$ cat config.mk
export PLATFORM = sky130hd
export DESIGN_NAME = patch_row_reducer_top
export DESIGN_NICKNAME = d
export VERILOG_FILES = /design/src/patch_pkg.sv /design/src/apb_pkg.sv /design/src/patch_apb_regs.sv /design/src/patch_weight_bank.sv /design/src/pixel_pair_mac.sv /design/src/patch_sum_accum.sv /design/src/patch_row_ctrl.sv /design/src/patch_row_reducer_top.sv
export VERILOG_INCLUDE_DIRS = /design/src
export SDC_FILE = /design/constraint.sdc
export NUM_CORES = 1
export LEC_CHECK = 0
export ABC_CLOCK_PERIOD_IN_PS = 18500
export CAP_MARGIN = 5
export CELL_PAD_IN_SITES_DETAIL_PLACEMENT = 2
export CELL_PAD_IN_SITES_GLOBAL_PLACEMENT = 2
export CORE_MARGIN = 8
export CORE_UTILIZATION = 30
export DETAILED_ROUTE_END_ITERATION = 12
export DONT_BUFFER_PORTS = 1
export PLACE_DENSITY = 0.7
export SYNTH_ARGS = -nofsm -noshare
export SYNTH_HDL_FRONTEND = slang
export SYNTH_SLANG_ARGS = --single-unit
$ cat constraint.sdc
create_clock -name clk -period 18.5 [get_ports clk]
set_clock_uncertainty 0.2 [all_clocks]
set_input_delay 0.925 -clock clk [delete_from_list [all_inputs] [get_ports clk]]
set_output_delay 0.925 -clock clk [all_outputs]
set_load 0.01 [all_outputs]
$ cat src/patch_cfg.svh
`ifndef PATCH_CFG_SVH
`define PATCH_CFG_SVH

// patch geometry
`define PATCH_SIZE 8

// datapath widths
`define PIX_W 8
`define WGT_W 8
`define ROW_W 10
`define COL_W 10
`define SUM_W 24

// multiplier pipeline depth, lane request to pair sum
`define MAC_LAT 2

// register map, byte offsets
`define ADDR_CTRL     8'h00
`define ADDR_STATUS   8'h04
`define ADDR_ROW      8'h08
`define ADDR_COL      8'h0C
`define ADDR_RESULT   8'h10
`define ADDR_WGT_BASE 8'h20

`endif

$ cat src/patch_pkg.sv
`default_nettype none

`include "patch_cfg.svh"

package patch_pkg;

  localparam int PIDX_W = $clog2(`PATCH_SIZE) + 1;

  typedef logic [`PIX_W-1:0] pix_t;
  typedef logic signed [`WGT_W-1:0] wgt_t;
  // one extra bit for the zero-extended pixel
  typedef logic signed [`PIX_W+`WGT_W:0] prod_t;
  typedef logic signed [`SUM_W-1:0] sum_t;
  typedef logic [`ROW_W-1:0] row_t;
  typedef logic [`COL_W-1:0] col_t;
  typedef logic [PIDX_W-1:0] pidx_t;

  // two pixels per beat, col is always even
  typedef struct packed {
    logic valid;
    row_t row;
    col_t col;
    pix_t p0;
    pix_t p1;
  } pix_beat_t;

  typedef struct packed {
    row_t row;
    col_t col;
  } patch_cfg_t;

  // widx is the weight position of lane 0
  typedef struct packed {
    logic  en0;
    logic  en1;
    pidx_t widx;
  } lane_req_t;

  typedef enum logic [2:0] {
    IDLE,
    MATCH_WAIT,
    MATCHED,
    SUM_WAIT,
    SUM_RDY
  } ctrl_state_e;

endpackage

`default_nettype wire

$ cat src/apb_pkg.sv
`default_nettype none

package apb_pkg;

  typedef logic [7:0] apb_addr_t;
  typedef logic [31:0] apb_data_t;

  // master side of an APB3 port
  typedef struct packed {
    logic      psel;
    logic      penable;
    logic      pwrite;
    apb_addr_t paddr;
    apb_data_t pwdata;
  } apb_req_t;

  // slave side
  typedef struct packed {
    apb_data_t prdata;
    logic      pready;
    logic      pslverr;
  } apb_rsp_t;

endpackage

`default_nettype wire

$ cat src/patch_apb_regs.sv
`timescale 1ns/1ns
`default_nettype none

`include "patch_cfg.svh"

module patch_apb_regs (
  input  wire logic                  clk,
  input  wire logic                  reset,
  input  wire apb_pkg::apb_req_t     apb_req,
  input  wire logic                  busy,
  input  wire logic                  result_valid,
  input  wire patch_pkg::sum_t       result,
  output apb_pkg::apb_rsp_t          apb_rsp,
  output patch_pkg::patch_cfg_t      cfg,
  output logic                       start,
  output logic                       wgt_we,
  output patch_pkg::pidx_t           wgt_idx,
  output patch_pkg::wgt_t            wgt_data
);

  localparam int PS = `PATCH_SIZE;
  localparam int IW = $clog2(`PATCH_SIZE);
  localparam apb_pkg::apb_addr_t WGT_END =
    apb_pkg::apb_addr_t'(`ADDR_WGT_BASE + 4 * `PATCH_SIZE);

  logic access;
  logic wr;
  logic hit_ctrl;
  logic hit_status;
  logic hit_row;
  logic hit_col;
  logic hit_result;
  logic hit_wgt;
  logic blocked;
  patch_pkg::pidx_t idx;
  logic done_q;
  patch_pkg::sum_t result_q;
  // readback copy, the bank ports are taken by the datapath
  patch_pkg::wgt_t wgt_shadow [PS];

  // zero-wait access phase
  assign access = apb_req.psel & apb_req.penable;
  assign wr     = access & apb_req.pwrite;

  assign hit_ctrl   = apb_req.paddr == `ADDR_CTRL;
  assign hit_status = apb_req.paddr == `ADDR_STATUS;
  assign hit_row    = apb_req.paddr == `ADDR_ROW;
  assign hit_col    = apb_req.paddr == `ADDR_COL;
  assign hit_result = apb_req.paddr == `ADDR_RESULT;
  assign hit_wgt    = apb_req.paddr >= `ADDR_WGT_BASE && apb_req.paddr < WGT_END &&
                      apb_req.paddr[1:0] == 2'b00;
  assign idx = patch_pkg::pidx_t'((apb_req.paddr - `ADDR_WGT_BASE) >> 2);

  // search setup is frozen while a search runs
  assign blocked = busy & (hit_row | hit_col | hit_wgt);

  assign start    = wr & hit_ctrl & apb_req.pwdata[0] & ~busy;
  assign wgt_we   = wr & hit_wgt & ~busy;
  assign wgt_idx  = idx;
  assign wgt_data = apb_req.pwdata[`WGT_W-1:0];

  always_comb begin
    apb_rsp = '0;
    apb_rsp.pready = 1'b1;
    apb_rsp.pslverr = access & (~(hit_ctrl | hit_status | hit_row | hit_col |
                                  hit_result | hit_wgt) | (apb_req.pwrite & blocked));
    if (hit_status) begin
      apb_rsp.prdata = {30'd0, done_q, busy};
    end else if (hit_row) begin
      apb_rsp.prdata = 32'(cfg.row);
    end else if (hit_col) begin
      apb_rsp.prdata = 32'(cfg.col);
    end else if (hit_result) begin
      apb_rsp.prdata = 32'(result_q);
    end else if (hit_wgt) begin
      apb_rsp.prdata = 32'(wgt_shadow[idx[IW-1:0]]);
    end
  end

  always_ff @(posedge clk or posedge reset) begin
    if (reset) begin
      cfg      <= '0;
      done_q   <= 1'b0;
      result_q <= '0;
      for (int i = 0; i < PS; i++) begin
        wgt_shadow[i] <= '0;
      end
    end else begin
      if (wr & ~busy) begin
        if (hit_row) cfg.row <= apb_req.pwdata[`ROW_W-1:0];
        if (hit_col) cfg.col <= apb_req.pwdata[`COL_W-1:0];
        if (hit_wgt) wgt_shadow[idx[IW-1:0]] <= wgt_data;
      end
      // done is sticky until the next start
      if (start) done_q <= 1'b0;
      if (result_valid) begin
        done_q   <= 1'b1;
        result_q <= result;
      end
    end
  end

endmodule

`default_nettype wire

$ cat src/patch_weight_bank.sv
`timescale 1ns/1ns
`default_nettype none

`include "patch_cfg.svh"

module patch_weight_bank (
  input  wire logic             clk,
  input  wire logic             reset,
  input  wire logic             we,
  input  wire patch_pkg::pidx_t widx,
  input  wire patch_pkg::wgt_t  wdata,
  input  wire patch_pkg::pidx_t ridx,
  output patch_pkg::wgt_t       w0,
  output patch_pkg::wgt_t       w1
);

  localparam int PS = `PATCH_SIZE;
  localparam int IW = $clog2(`PATCH_SIZE);

  patch_pkg::wgt_t wgt_q [PS];
  patch_pkg::pidx_t ridx1;

  always_ff @(posedge clk or posedge reset) begin
    if (reset) begin
      for (int i = 0; i < PS; i++) begin
        wgt_q[i] <= '0;
      end
    end else if (we && widx < PS) begin
      wgt_q[widx[IW-1:0]] <= wdata;
    end
  end

  // wraps to 0 when lane 0 sits just before the patch
  assign ridx1 = ridx + 1'b1;

  // positions past the end weigh zero
  assign w0 = (ridx < PS) ? wgt_q[ridx[IW-1:0]] : '0;
  assign w1 = (ridx1 < PS) ? wgt_q[ridx1[IW-1:0]] : '0;

endmodule

`default_nettype wire

$ cat src/pixel_pair_mac.sv
`timescale 1ns/1ns
`default_nettype none

`include "patch_cfg.svh"

module pixel_pair_mac (
  input  wire logic                 clk,
  input  wire logic                 reset,
  input  wire patch_pkg::lane_req_t lanes,
  input  wire patch_pkg::pix_t      p0,
  input  wire patch_pkg::pix_t      p1,
  input  wire patch_pkg::wgt_t      w0,
  input  wire patch_pkg::wgt_t      w1,
  output patch_pkg::sum_t           pair_sum,
  output logic                      pair_valid
);

  // one multiply stage, the rest is the adder and delay
  localparam int N_ADD = `MAC_LAT - 1;

  patch_pkg::prod_t prod0_d;
  patch_pkg::prod_t prod1_d;
  patch_pkg::prod_t prod0_q;
  patch_pkg::prod_t prod1_q;
  logic mul_vld_q;
  patch_pkg::sum_t sum_q [N_ADD];
  logic [N_ADD-1:0] sum_vld_q;

  // disabled lane contributes zero
  always_comb begin
    prod0_d = '0;
    prod1_d = '0;
    if (lanes.en0) prod0_d = $signed({1'b0, p0}) * w0;
    if (lanes.en1) prod1_d = $signed({1'b0, p1}) * w1;
  end

  always_ff @(posedge clk or posedge reset) begin
    if (reset) begin
      mul_vld_q <= 1'b0;
      sum_vld_q <= '0;
    end else begin
      mul_vld_q    <= lanes.en0 | lanes.en1;
      sum_vld_q[0] <= mul_vld_q;
      for (int k = 1; k < N_ADD; k++) begin
        sum_vld_q[k] <= sum_vld_q[k-1];
      end
    end
  end

  always_ff @(posedge clk) begin
    prod0_q  <= prod0_d;
    prod1_q  <= prod1_d;
    sum_q[0] <= patch_pkg::sum_t'(prod0_q) + patch_pkg::sum_t'(prod1_q);
    for (int k = 1; k < N_ADD; k++) begin
      sum_q[k] <= sum_q[k-1];
    end
  end

  assign pair_sum   = sum_q[N_ADD-1];
  assign pair_valid = sum_vld_q[N_ADD-1];

endmodule

`default_nettype wire

$ cat src/patch_sum_accum.sv
`timescale 1ns/1ns
`default_nettype none

module patch_sum_accum (
  input  wire logic             clk,
  input  wire logic             reset,
  input  wire logic             clear,
  input  wire patch_pkg::sum_t  pair_sum,
  input  wire logic             pair_valid,
  output patch_pkg::sum_t       acc,
  output patch_pkg::pidx_t      n_pairs
);

  patch_pkg::sum_t acc_q;
  patch_pkg::pidx_t n_pairs_q;

  // clear wins, nothing is in flight when a search starts
  always_ff @(posedge clk or posedge reset) begin
    if (reset) begin
      acc_q     <= '0;
      n_pairs_q <= '0;
    end else if (clear) begin
      acc_q     <= '0;
      n_pairs_q <= '0;
    end else if (pair_valid) begin
      acc_q     <= acc_q + pair_sum;
      n_pairs_q <= n_pairs_q + 1'b1;
    end
  end

  // count lets the control see when the last issued pair landed
  assign acc     = acc_q;
  assign n_pairs = n_pairs_q;

endmodule

`default_nettype wire

$ cat src/patch_row_ctrl.sv
`timescale 1ns/1ns
`default_nettype none

`include "patch_cfg.svh"

module patch_row_ctrl (
  input  wire logic                  clk,
  input  wire logic                  reset,
  input  wire logic                  start,
  input  wire patch_pkg::patch_cfg_t cfg,
  input  wire patch_pkg::pix_beat_t  beat,
  input  wire patch_pkg::sum_t       acc,
  input  wire patch_pkg::pidx_t      n_pairs,
  output patch_pkg::lane_req_t       lanes,
  output patch_pkg::pix_t            p0,
  output patch_pkg::pix_t            p1,
  output logic                       acc_clear,
  output logic                       busy,
  output logic                       result_valid,
  output patch_pkg::sum_t            result
);

  localparam int PS = `PATCH_SIZE;

  patch_pkg::ctrl_state_e state_q;
  patch_pkg::col_t first_col;
  patch_pkg::col_t next_col_q;
  patch_pkg::pidx_t n_pix_q;
  patch_pkg::pidx_t n_pix_d;
  patch_pkg::pidx_t n_issued_q;
  patch_pkg::pidx_t remain;
  patch_pkg::pidx_t n_take;
  patch_pkg::lane_req_t lanes_d;
  logic accept_start;
  logic first_hit;
  logic next_hit;
  logic take;

  assign accept_start = start &&
                        (state_q == patch_pkg::IDLE || state_q == patch_pkg::SUM_RDY);
  assign acc_clear = accept_start;

  // beat holding the start column
  assign first_col = {cfg.col[`COL_W-1:1], 1'b0};
  assign first_hit = state_q == patch_pkg::MATCH_WAIT && beat.valid &&
                     beat.row == cfg.row && beat.col == first_col;
  // only the beat that continues the run counts
  assign next_hit  = state_q == patch_pkg::MATCHED && beat.valid &&
                     beat.row == cfg.row && beat.col == next_col_q;
  assign take   = first_hit | next_hit;
  assign remain = patch_pkg::pidx_t'(PS) - n_pix_q;

  always_comb begin
    lanes_d = '0;
    n_take  = '0;
    if (first_hit) begin
      lanes_d.en1 = 1'b1;
      if (cfg.col[0]) begin
        // odd start, p1 takes weight 0
        lanes_d.widx = '1;
        n_take = 1;
      end else begin
        lanes_d.en0 = 1'b1;
        n_take = 2;
      end
    end else if (next_hit) begin
      lanes_d.en0  = 1'b1;
      lanes_d.widx = n_pix_q;
      if (remain >= 2) begin
        lanes_d.en1 = 1'b1;
        n_take = 2;
      end else begin
        n_take = 1;
      end
    end
  end

  assign n_pix_d = n_pix_q + n_take;

  always_ff @(posedge clk or posedge reset) begin
    if (reset) begin
      state_q    <= patch_pkg::IDLE;
      lanes      <= '0;
      n_pix_q    <= '0;
      n_issued_q <= '0;
      next_col_q <= '0;
    end else begin
      lanes <= lanes_d;
      if (accept_start) begin
        n_pix_q    <= '0;
        n_issued_q <= '0;
      end else if (take) begin
        n_pix_q    <= n_pix_d;
        n_issued_q <= n_issued_q + 1'b1;
        next_col_q <= beat.col + patch_pkg::col_t'(2);
      end
      case (state_q)
        patch_pkg::IDLE:
          if (accept_start) state_q <= patch_pkg::MATCH_WAIT;
        patch_pkg::MATCH_WAIT, patch_pkg::MATCHED:
          if (take) state_q <= (n_pix_d >= PS) ? patch_pkg::SUM_WAIT : patch_pkg::MATCHED;
        // drain until every issued pair is in the sum
        patch_pkg::SUM_WAIT:
          if (n_pairs == n_issued_q) state_q <= patch_pkg::SUM_RDY;
        patch_pkg::SUM_RDY:
          state_q <= accept_start ? patch_pkg::MATCH_WAIT : patch_pkg::IDLE;
        default:
          state_q <= patch_pkg::IDLE;
      endcase
    end
  end

  // pixel pair lines up with lanes
  always_ff @(posedge clk) begin
    p0 <= beat.p0;
    p1 <= beat.p1;
  end

  assign busy = state_q == patch_pkg::MATCH_WAIT || state_q == patch_pkg::MATCHED ||
                state_q == patch_pkg::SUM_WAIT;
  assign result_valid = state_q == patch_pkg::SUM_RDY;
  assign result = acc;

endmodule

`default_nettype wire

$ cat src/patch_row_reducer_top.sv
`timescale 1ns/1ns
`default_nettype none

module patch_row_reducer_top (
  input  wire logic                 clk,
  input  wire logic                 reset,
  input  wire apb_pkg::apb_req_t    apb_req,
  input  wire patch_pkg::pix_beat_t beat,
  output apb_pkg::apb_rsp_t         apb_rsp,
  output logic                      done_irq
);

  patch_pkg::patch_cfg_t cfg;
  logic start;
  logic wgt_we;
  patch_pkg::pidx_t wgt_idx;
  patch_pkg::wgt_t wgt_data;
  logic busy;
  logic result_valid;
  patch_pkg::sum_t result;
  patch_pkg::lane_req_t lanes;
  patch_pkg::pix_t p0;
  patch_pkg::pix_t p1;
  patch_pkg::wgt_t w0;
  patch_pkg::wgt_t w1;
  patch_pkg::sum_t pair_sum;
  logic pair_valid;
  patch_pkg::sum_t acc;
  patch_pkg::pidx_t n_pairs;
  logic acc_clear;

  patch_apb_regs u_regs (
    .clk          (clk),
    .reset        (reset),
    .apb_req      (apb_req),
    .busy         (busy),
    .result_valid (result_valid),
    .result       (result),
    .apb_rsp      (apb_rsp),
    .cfg          (cfg),
    .start        (start),
    .wgt_we       (wgt_we),
    .wgt_idx      (wgt_idx),
    .wgt_data     (wgt_data)
  );

  patch_row_ctrl u_ctrl (
    .clk          (clk),
    .reset        (reset),
    .start        (start),
    .cfg          (cfg),
    .beat         (beat),
    .acc          (acc),
    .n_pairs      (n_pairs),
    .lanes        (lanes),
    .p0           (p0),
    .p1           (p1),
    .acc_clear    (acc_clear),
    .busy         (busy),
    .result_valid (result_valid),
    .result       (result)
  );

  // weights are read at lane 0's position and the one after
  patch_weight_bank u_wbank (
    .clk   (clk),
    .reset (reset),
    .we    (wgt_we),
    .widx  (wgt_idx),
    .wdata (wgt_data),
    .ridx  (lanes.widx),
    .w0    (w0),
    .w1    (w1)
  );

  pixel_pair_mac u_mac (
    .clk        (clk),
    .reset      (reset),
    .lanes      (lanes),
    .p0         (p0),
    .p1         (p1),
    .w0         (w0),
    .w1         (w1),
    .pair_sum   (pair_sum),
    .pair_valid (pair_valid)
  );

  patch_sum_accum u_accum (
    .clk        (clk),
    .reset      (reset),
    .clear      (acc_clear),
    .pair_sum   (pair_sum),
    .pair_valid (pair_valid),
    .acc        (acc),
    .n_pairs    (n_pairs)
  );

  assign done_irq = result_valid;

endmodule

`default_nettype wire

# == Word level (Yosys, flattened, before mapping) ==
# Memories as Yosys holds them, arrays and structs flattened.
# Cells that the tools add are included.
# totals
mem_bits_rw,24
regBits,280
mem_count,1
rom_bits,0
wordCells,171
latch_bits,0
# mem_list
memory,words,width,read_ports,rd_ports_with_merged_regs,write_ports,line_no,source
u_mac.sum_q,1,24,1,0,1,pixel_pair_mac.sv:26,patch_pkg::sum_t sum_q [N_ADD];
# classes
eq_ne,15
add_sub_neg,9
div_mod_pow,0
multipliers,2
n_reduce_logical,26
n_bitwise,27
muxes,45
n_lt_le_gt_ge,11
n_shift,0
# ops
op,count
$mux W32,5
$bwmux W64,2
$bmux W8 S3,3
$mux W8,9
$mux W24,2
$mux W4,9
$mul A9 B8 Y17,2
$eq A10 B10 Y1,3
$add A24 B24 Y24,1
$demux W8 S3,1
$add A17 B17 Y18,1
$eq A8 B4 Y1 const B,2
$ge A4 B4 Y1 const B,4
$add A4 B1 Y4 const B,3
$lt A4 B4 Y1 const B,3
$mux W6,2
$not A3 Y4,3
$pmux W3 S4,1
$and A1 B1 Y1,11
$logic_and A1 B1 Y1,11
$add A10 B2 Y10 const B,1
$or A1 B1 Y1,10
$mux W3,3
$eq A8 B3 Y1 const B,1
other kinds (24),42

# == Logic depth before layout (Yosys ltp) ==
# logic_depth
word_depth,11
depth_mapped,26

# == Cells and area by module ==
# Synthesis repeated with hierarchy kept, for this count alone.
# hier_totals
cells_unflattened,1901
area_unflattened_um2,20273.2
# by_module_without_submodules
mod,area_per_inst_um2,cells_each,n_inst
pixel_pair_mac,6622.6,739,1
patch_apb_regs,5519.0,442,1
patch_weight_bank,3579.7,236,1
patch_row_ctrl,2314.7,240,1
patch_sum_accum,2237.1,244,1

# == Least setup slack after synthesis ==
# Ideal clock, no wire load.
# synth_path
path_kind,register to register
startpoint,"register, netlist name u_ctrl.lanes[0]"
endpoint,register u_mac.prod1_q[15]
stages_incl_launch_ff,24
arrival_ps,5837
path_buffers,2
period_less_slack_ps,6152
required_ps,18185
setup_slack_ps,12348
cell_sequence,dfrtp_1 > ha_1 > clkbuf_1 > clkbuf_1 > mux4_2 > nand2_1 > a21oi_1 > nand2_1 > fa_1 > fa_1 > inv_1 > ha_1 > inv_1 > fa_1 > inv_1 > ha_1 > a21o_1 > a21o_1 > a2111oi_0 > nor2_1 > o41ai_2 > o21ai_0 > xor2_1 > and2_1
# synth_via
elab_chain_len,7
word_cells_on_any_way,8
classes_between,add/sub (1); mul (1); order compare (1); mux (4); bitwise (1)
# synth_rtl
element,line_no,source
$add A4 B1 Y4 *,patch_weight_bank.sv:34,assign ridx1 = ridx + 1'b1;
$not A3 Y4 (not written as such),patch_weight_bank.sv:38,assign w1 = (ridx1 < PS) ? wgt_q[ridx1[IW-1:0]] : '0;
$bmux W8 S3,patch_weight_bank.sv:38,
$mux W8 (not written as such) (2 in a row),patch_weight_bank.sv:38,
$mux W8 *,patch_weight_bank.sv:38,
$mul A9 B8 Y17 *,pixel_pair_mac.sv:34,"if (lanes.en1) prod1_d = $signed({1'b0, p1}) * w1;"
end signal: assignment,pixel_pair_mac.sv:52,prod1_q <= prod1_d;
end: declaration,pixel_pair_mac.sv:24,patch_pkg::prod_t prod1_q;
# Mark *: on every way between the ends. The rest lies on a longest branch, timed or not. The select of a mux whose other input is x is not followed.
# A chain may end at the register's enable or synchronous reset.

# == Worst setup path after layout ==
# layout_path
startpoint,"register, netlist name u_ctrl.lanes[1]"
endpoint,register u_mac.prod1_q[16]
# layout_via
elab_chain_len,7
word_cells_on_any_way,8
classes_between,add/sub (1); mul (1); order compare (1); mux (4); bitwise (1)
# layout_rtl
element,line_no
$add A4 B1 Y4 *,patch_weight_bank.sv:34
$not A3 Y4 (not written as such),patch_weight_bank.sv:38
$bmux W8 S3,patch_weight_bank.sv:38
$mux W8 (not written as such) (2 in a row),patch_weight_bank.sv:38
$mux W8 *,patch_weight_bank.sv:38
$mul A9 B8 Y17 *,pixel_pair_mac.sv:34
# Marks and branches as above.

==> run metrics <==
fraction of layout cells with a size suffix above 1 a little under a fifth; post-synth cell types 75; Total GRT Usage roughly 15%; Area Growth Syn to Fin 10.8%; global-route wire length before repair roughly 90,000 um; die width about 270 um; post_cts resized 0; RePlAce Congestion just over 0.8; worst r2r path cells 19; internal power 0.00111 W; Initial Util between 30% and 40%; vias in the first global route ~16,000; most frequent cells in the layout dfrtp_1, mux2_2, inv_1, ha_1; wire length on met3 around 2000 um; synthesis warning total 0; Synth Instances between 1,500 and 2,000; mean routed wirelength per cell 20.4 um; Worst setup EP type flop; post-synth top area cell dfrtp_1; Skew-Pair Late Insertion Delay about 560 ps; Final Hold Vio Count 0; die area about 73,000 um2; Req. time, crit path ~19,000 ps; critical path arrival a little over 8000 ps; worst slew pin tran between 1000 and 1500 ps; register area between 7000 and 8000 um2; H-tree levels 2; part of the power in registers a little under half; top layer in use met4; Total Wirelength between 50,000 and 60,000 um; min-delay worst type in -> async; Port Buffer Count 0; f_max around 0.13 GHz; row cnt between 90 and 100; Worst path top cell family by delay adder cells; cell leakage power slightly above 10 nW; Most common cell on crit path fa_1; Sw Ratio between 20 and 25%; Psw 0.000318 W; worst reg2reg endpoint u_mac.prod1_q[16]; IO Pins ~120; Post-Place Setup Slack about 11,000 ps; Antenna Nets Post-Route 0; initial antenna violation count 0; part of the cycle the worst path needs 42.2%; max cap viols 0; Combinational Power Share about 1.5%; Buf/Inv on CP 3; capture point of the critical path u_mac.prod1_q[16]; Reg clk slew, reported paths about 60 ps; sequential area share after synthesis between 30% and 40%; CP Launch Type flop; #FFs+latches synth 298; CP max stage cell ha_1; syn_nets slightly above 2,000; ys async rst share around 77%; DRC 0; final setup fails 0; # hold bufs at CTS 0; worst vdd ir just under 70 uV; Clock Path Buffers 3; root buf cell clkbuf_16; largest net degree at the start of global routing roughly 100; minimum clock period between 7000 and 8000 ps; unrepaired setup endpoints after global routing false; fin nets 2,040; Worst R2R Setup Slack between 10,000 and 15,000 ps; top cell type's share of synthesized area a little under 30%; commonest non-fill, non-tap cell in the layout dfrtp_1; post-CTS setup buffer count 0; crit path kind reg -> reg; syn avg cell area between 10 and 15 um2; clk sinks just under 300; crit path from u_ctrl.lanes[1]; FILL cells around 6,800; Vias/cell between 5 and 6; synth top area cells dfrtp_1, mux2_2, ha_1; Post-Route Setup TNS 0 ps; status complete, no violations; multi-input logic area approximately 11,000 um2; CORE AREA about 64,000 um2; met2 routed WL about 27,000 um; synthesized area 19,300 um2; total power divided by cell area approximately 67 nW/um2; max-slew violation count 0; grt total ovfl 0; Initial DRC Count between 400 and 500; setup slack after layout ~11,000 ps; Post-synth top flop dfrtp_1; Clock Power Share 52.5%; origin of the critical flop-to-flop path u_ctrl.lanes[1]; relative slew slack a little under a fifth; number of synthesized flops with an enable pin 0; Pwr Total between 0.001 and 0.0015 W; via count approximately 13,000; CTS tree yes; total CTS buffers 39; Pre-antenna DRT Iters 4; Final HPWL DP a little under 40,000 um; Die Ht 270 um; CP max stage delay 1100 ps; Metal-1 WL around 23,000 um; Max FO, Critical Path 18; ordered cell list for the critical path ha_1 > mux4_2 > nand2_1 > a21oi_1 > inv_1 > nor2_1 > fa_1 > fa_1 > fa_1 > inv_1 > fa_1 > inv_1 > ha_1 > o21ai_0 > a21o_1 > a21oi_1 > nor3_1 > or4_1 > a21boi_0; Levels on crit path 19
worst min path at each step:
stage               slack, ps                  end  cells past startpoint             from
finish                    130  u_regs.result_q[21]                      1            reset
global route              150         u_ctrl.p0[1]                      0          beat[9]
CTS                       140         u_ctrl.p0[2]                      0         beat[10]
detailed placement        160     u_mac.pair_valid                      0  u_mac.mul_vld_q
global placement          130     u_mac.pair_valid                      0  u_mac.mul_vld_q
floorplan                 130     u_mac.pair_valid                      0  u_mac.mul_vld_q
sequential cells by signal (all words and copies together), names as in the netlist, 6 cells and up:
signal             flops
u_mac.sum_q           18
u_mac.prod1_q         17
u_regs.wgt_shadow     64
u_mac.prod0_q         17
u_ctrl.p1              8
u_regs.cfg            20
u_ctrl.p0              8
u_wbank.wgt_q         64
u_ctrl.lanes           6
u_ctrl.next_col_q     10
u_regs.result_q       24
u_accum.acc           24
synth_stat cells, drive strengths merged (12+ instances only):
cell type / number
nand4: 12
a31oi: 15
dfxtp: 68
fa: 77
nor3: 21
mux4: 48
xnor2: 55
inv: 158
nand2: 105
nand2b: 12
o21a: 25
mux2: 179
dfrtp: 230
nand3: 33
ha: 134
o21ai: 52
xor2: 41
nor2: 90
mux2i: 26
buf: 34
and2: 103
a21o: 25
a21oi: 65
nor2b: 12
clkbuf: 38
power by group through the flow:
stage                     Combinational [W]  Clock, W  Sequential (W)
after floorplan                   0.0000226         0        0.000666
after global placement            0.0000218         0        0.000668
after detailed placement          0.0000229         0        0.000669
after CTS                         0.0000230  0.000778        0.000656
after global routing              0.0000252  0.000801        0.000656
final                             0.0000220  0.000749        0.000656
kinds of logic (layout without fill, tap and decap cells):
logic type,count (synthesis),after routing,synth area share [%]
buffers and inverters,231,239,4.92
xor gates and xnor gates,96,96,4.35
adders and majority gates,211,211,16.6
AOI/OAI and AO/OA,243,243,8.08
muxes,253,253,17.4
other,1,2,0.0194
DFF,298,298,36.8
and+or+nand+nor,436,436,11.8
metal layers:
metal | global-route usage (%) | up-vias
met5 | 0 | -
met4 | 4.04 | 0
met3 | 2.43 | 77
met2 | 26.3 | 172
met1 | 18.7 | 6948
li1 | - | 6063
layout make-up:
type	count	share of cell area, %
inverter	159	2.82
clock inverter	17	0.806
tap	855	5.00
timing repair buffer	9	0.315
clock buffer	54	5.19
antenna	1	0.0117
multi-input combinational	1240	52.6
sequential	298	33.2
through the flow:
stage | hold slack, ps | cells | utilization (%) | area, um2
3_3_place_gp | 131 | 2561 | 31.4 | 20100
2_1_floorplan | 131 | 1769 | - | 19300
4_1_cts | 144 | 2632 | 33.4 | 21400
5_1_grt | 147 | 2632 | 33.4 | 21400
6_report | 128 | 2633 | 33.4 | 21400
3_5_place_dp | 156 | 2561 | 31.4 | 20100
worst reg2reg max path, delay by kind of cell (launching register included):
| family | cells | cell delay (ps) |
|---|---|---|
| fa+ha+maj | 6 | 3500 |
| compound gates | 5 | 1560 |
| flops | 1 | 730 |
| buf+inv | 3 | 450 |
| simple gates | 4 | 910 |
| mux | 1 | 360 |
No activity file was read; power rests on OpenSTA's default activity.
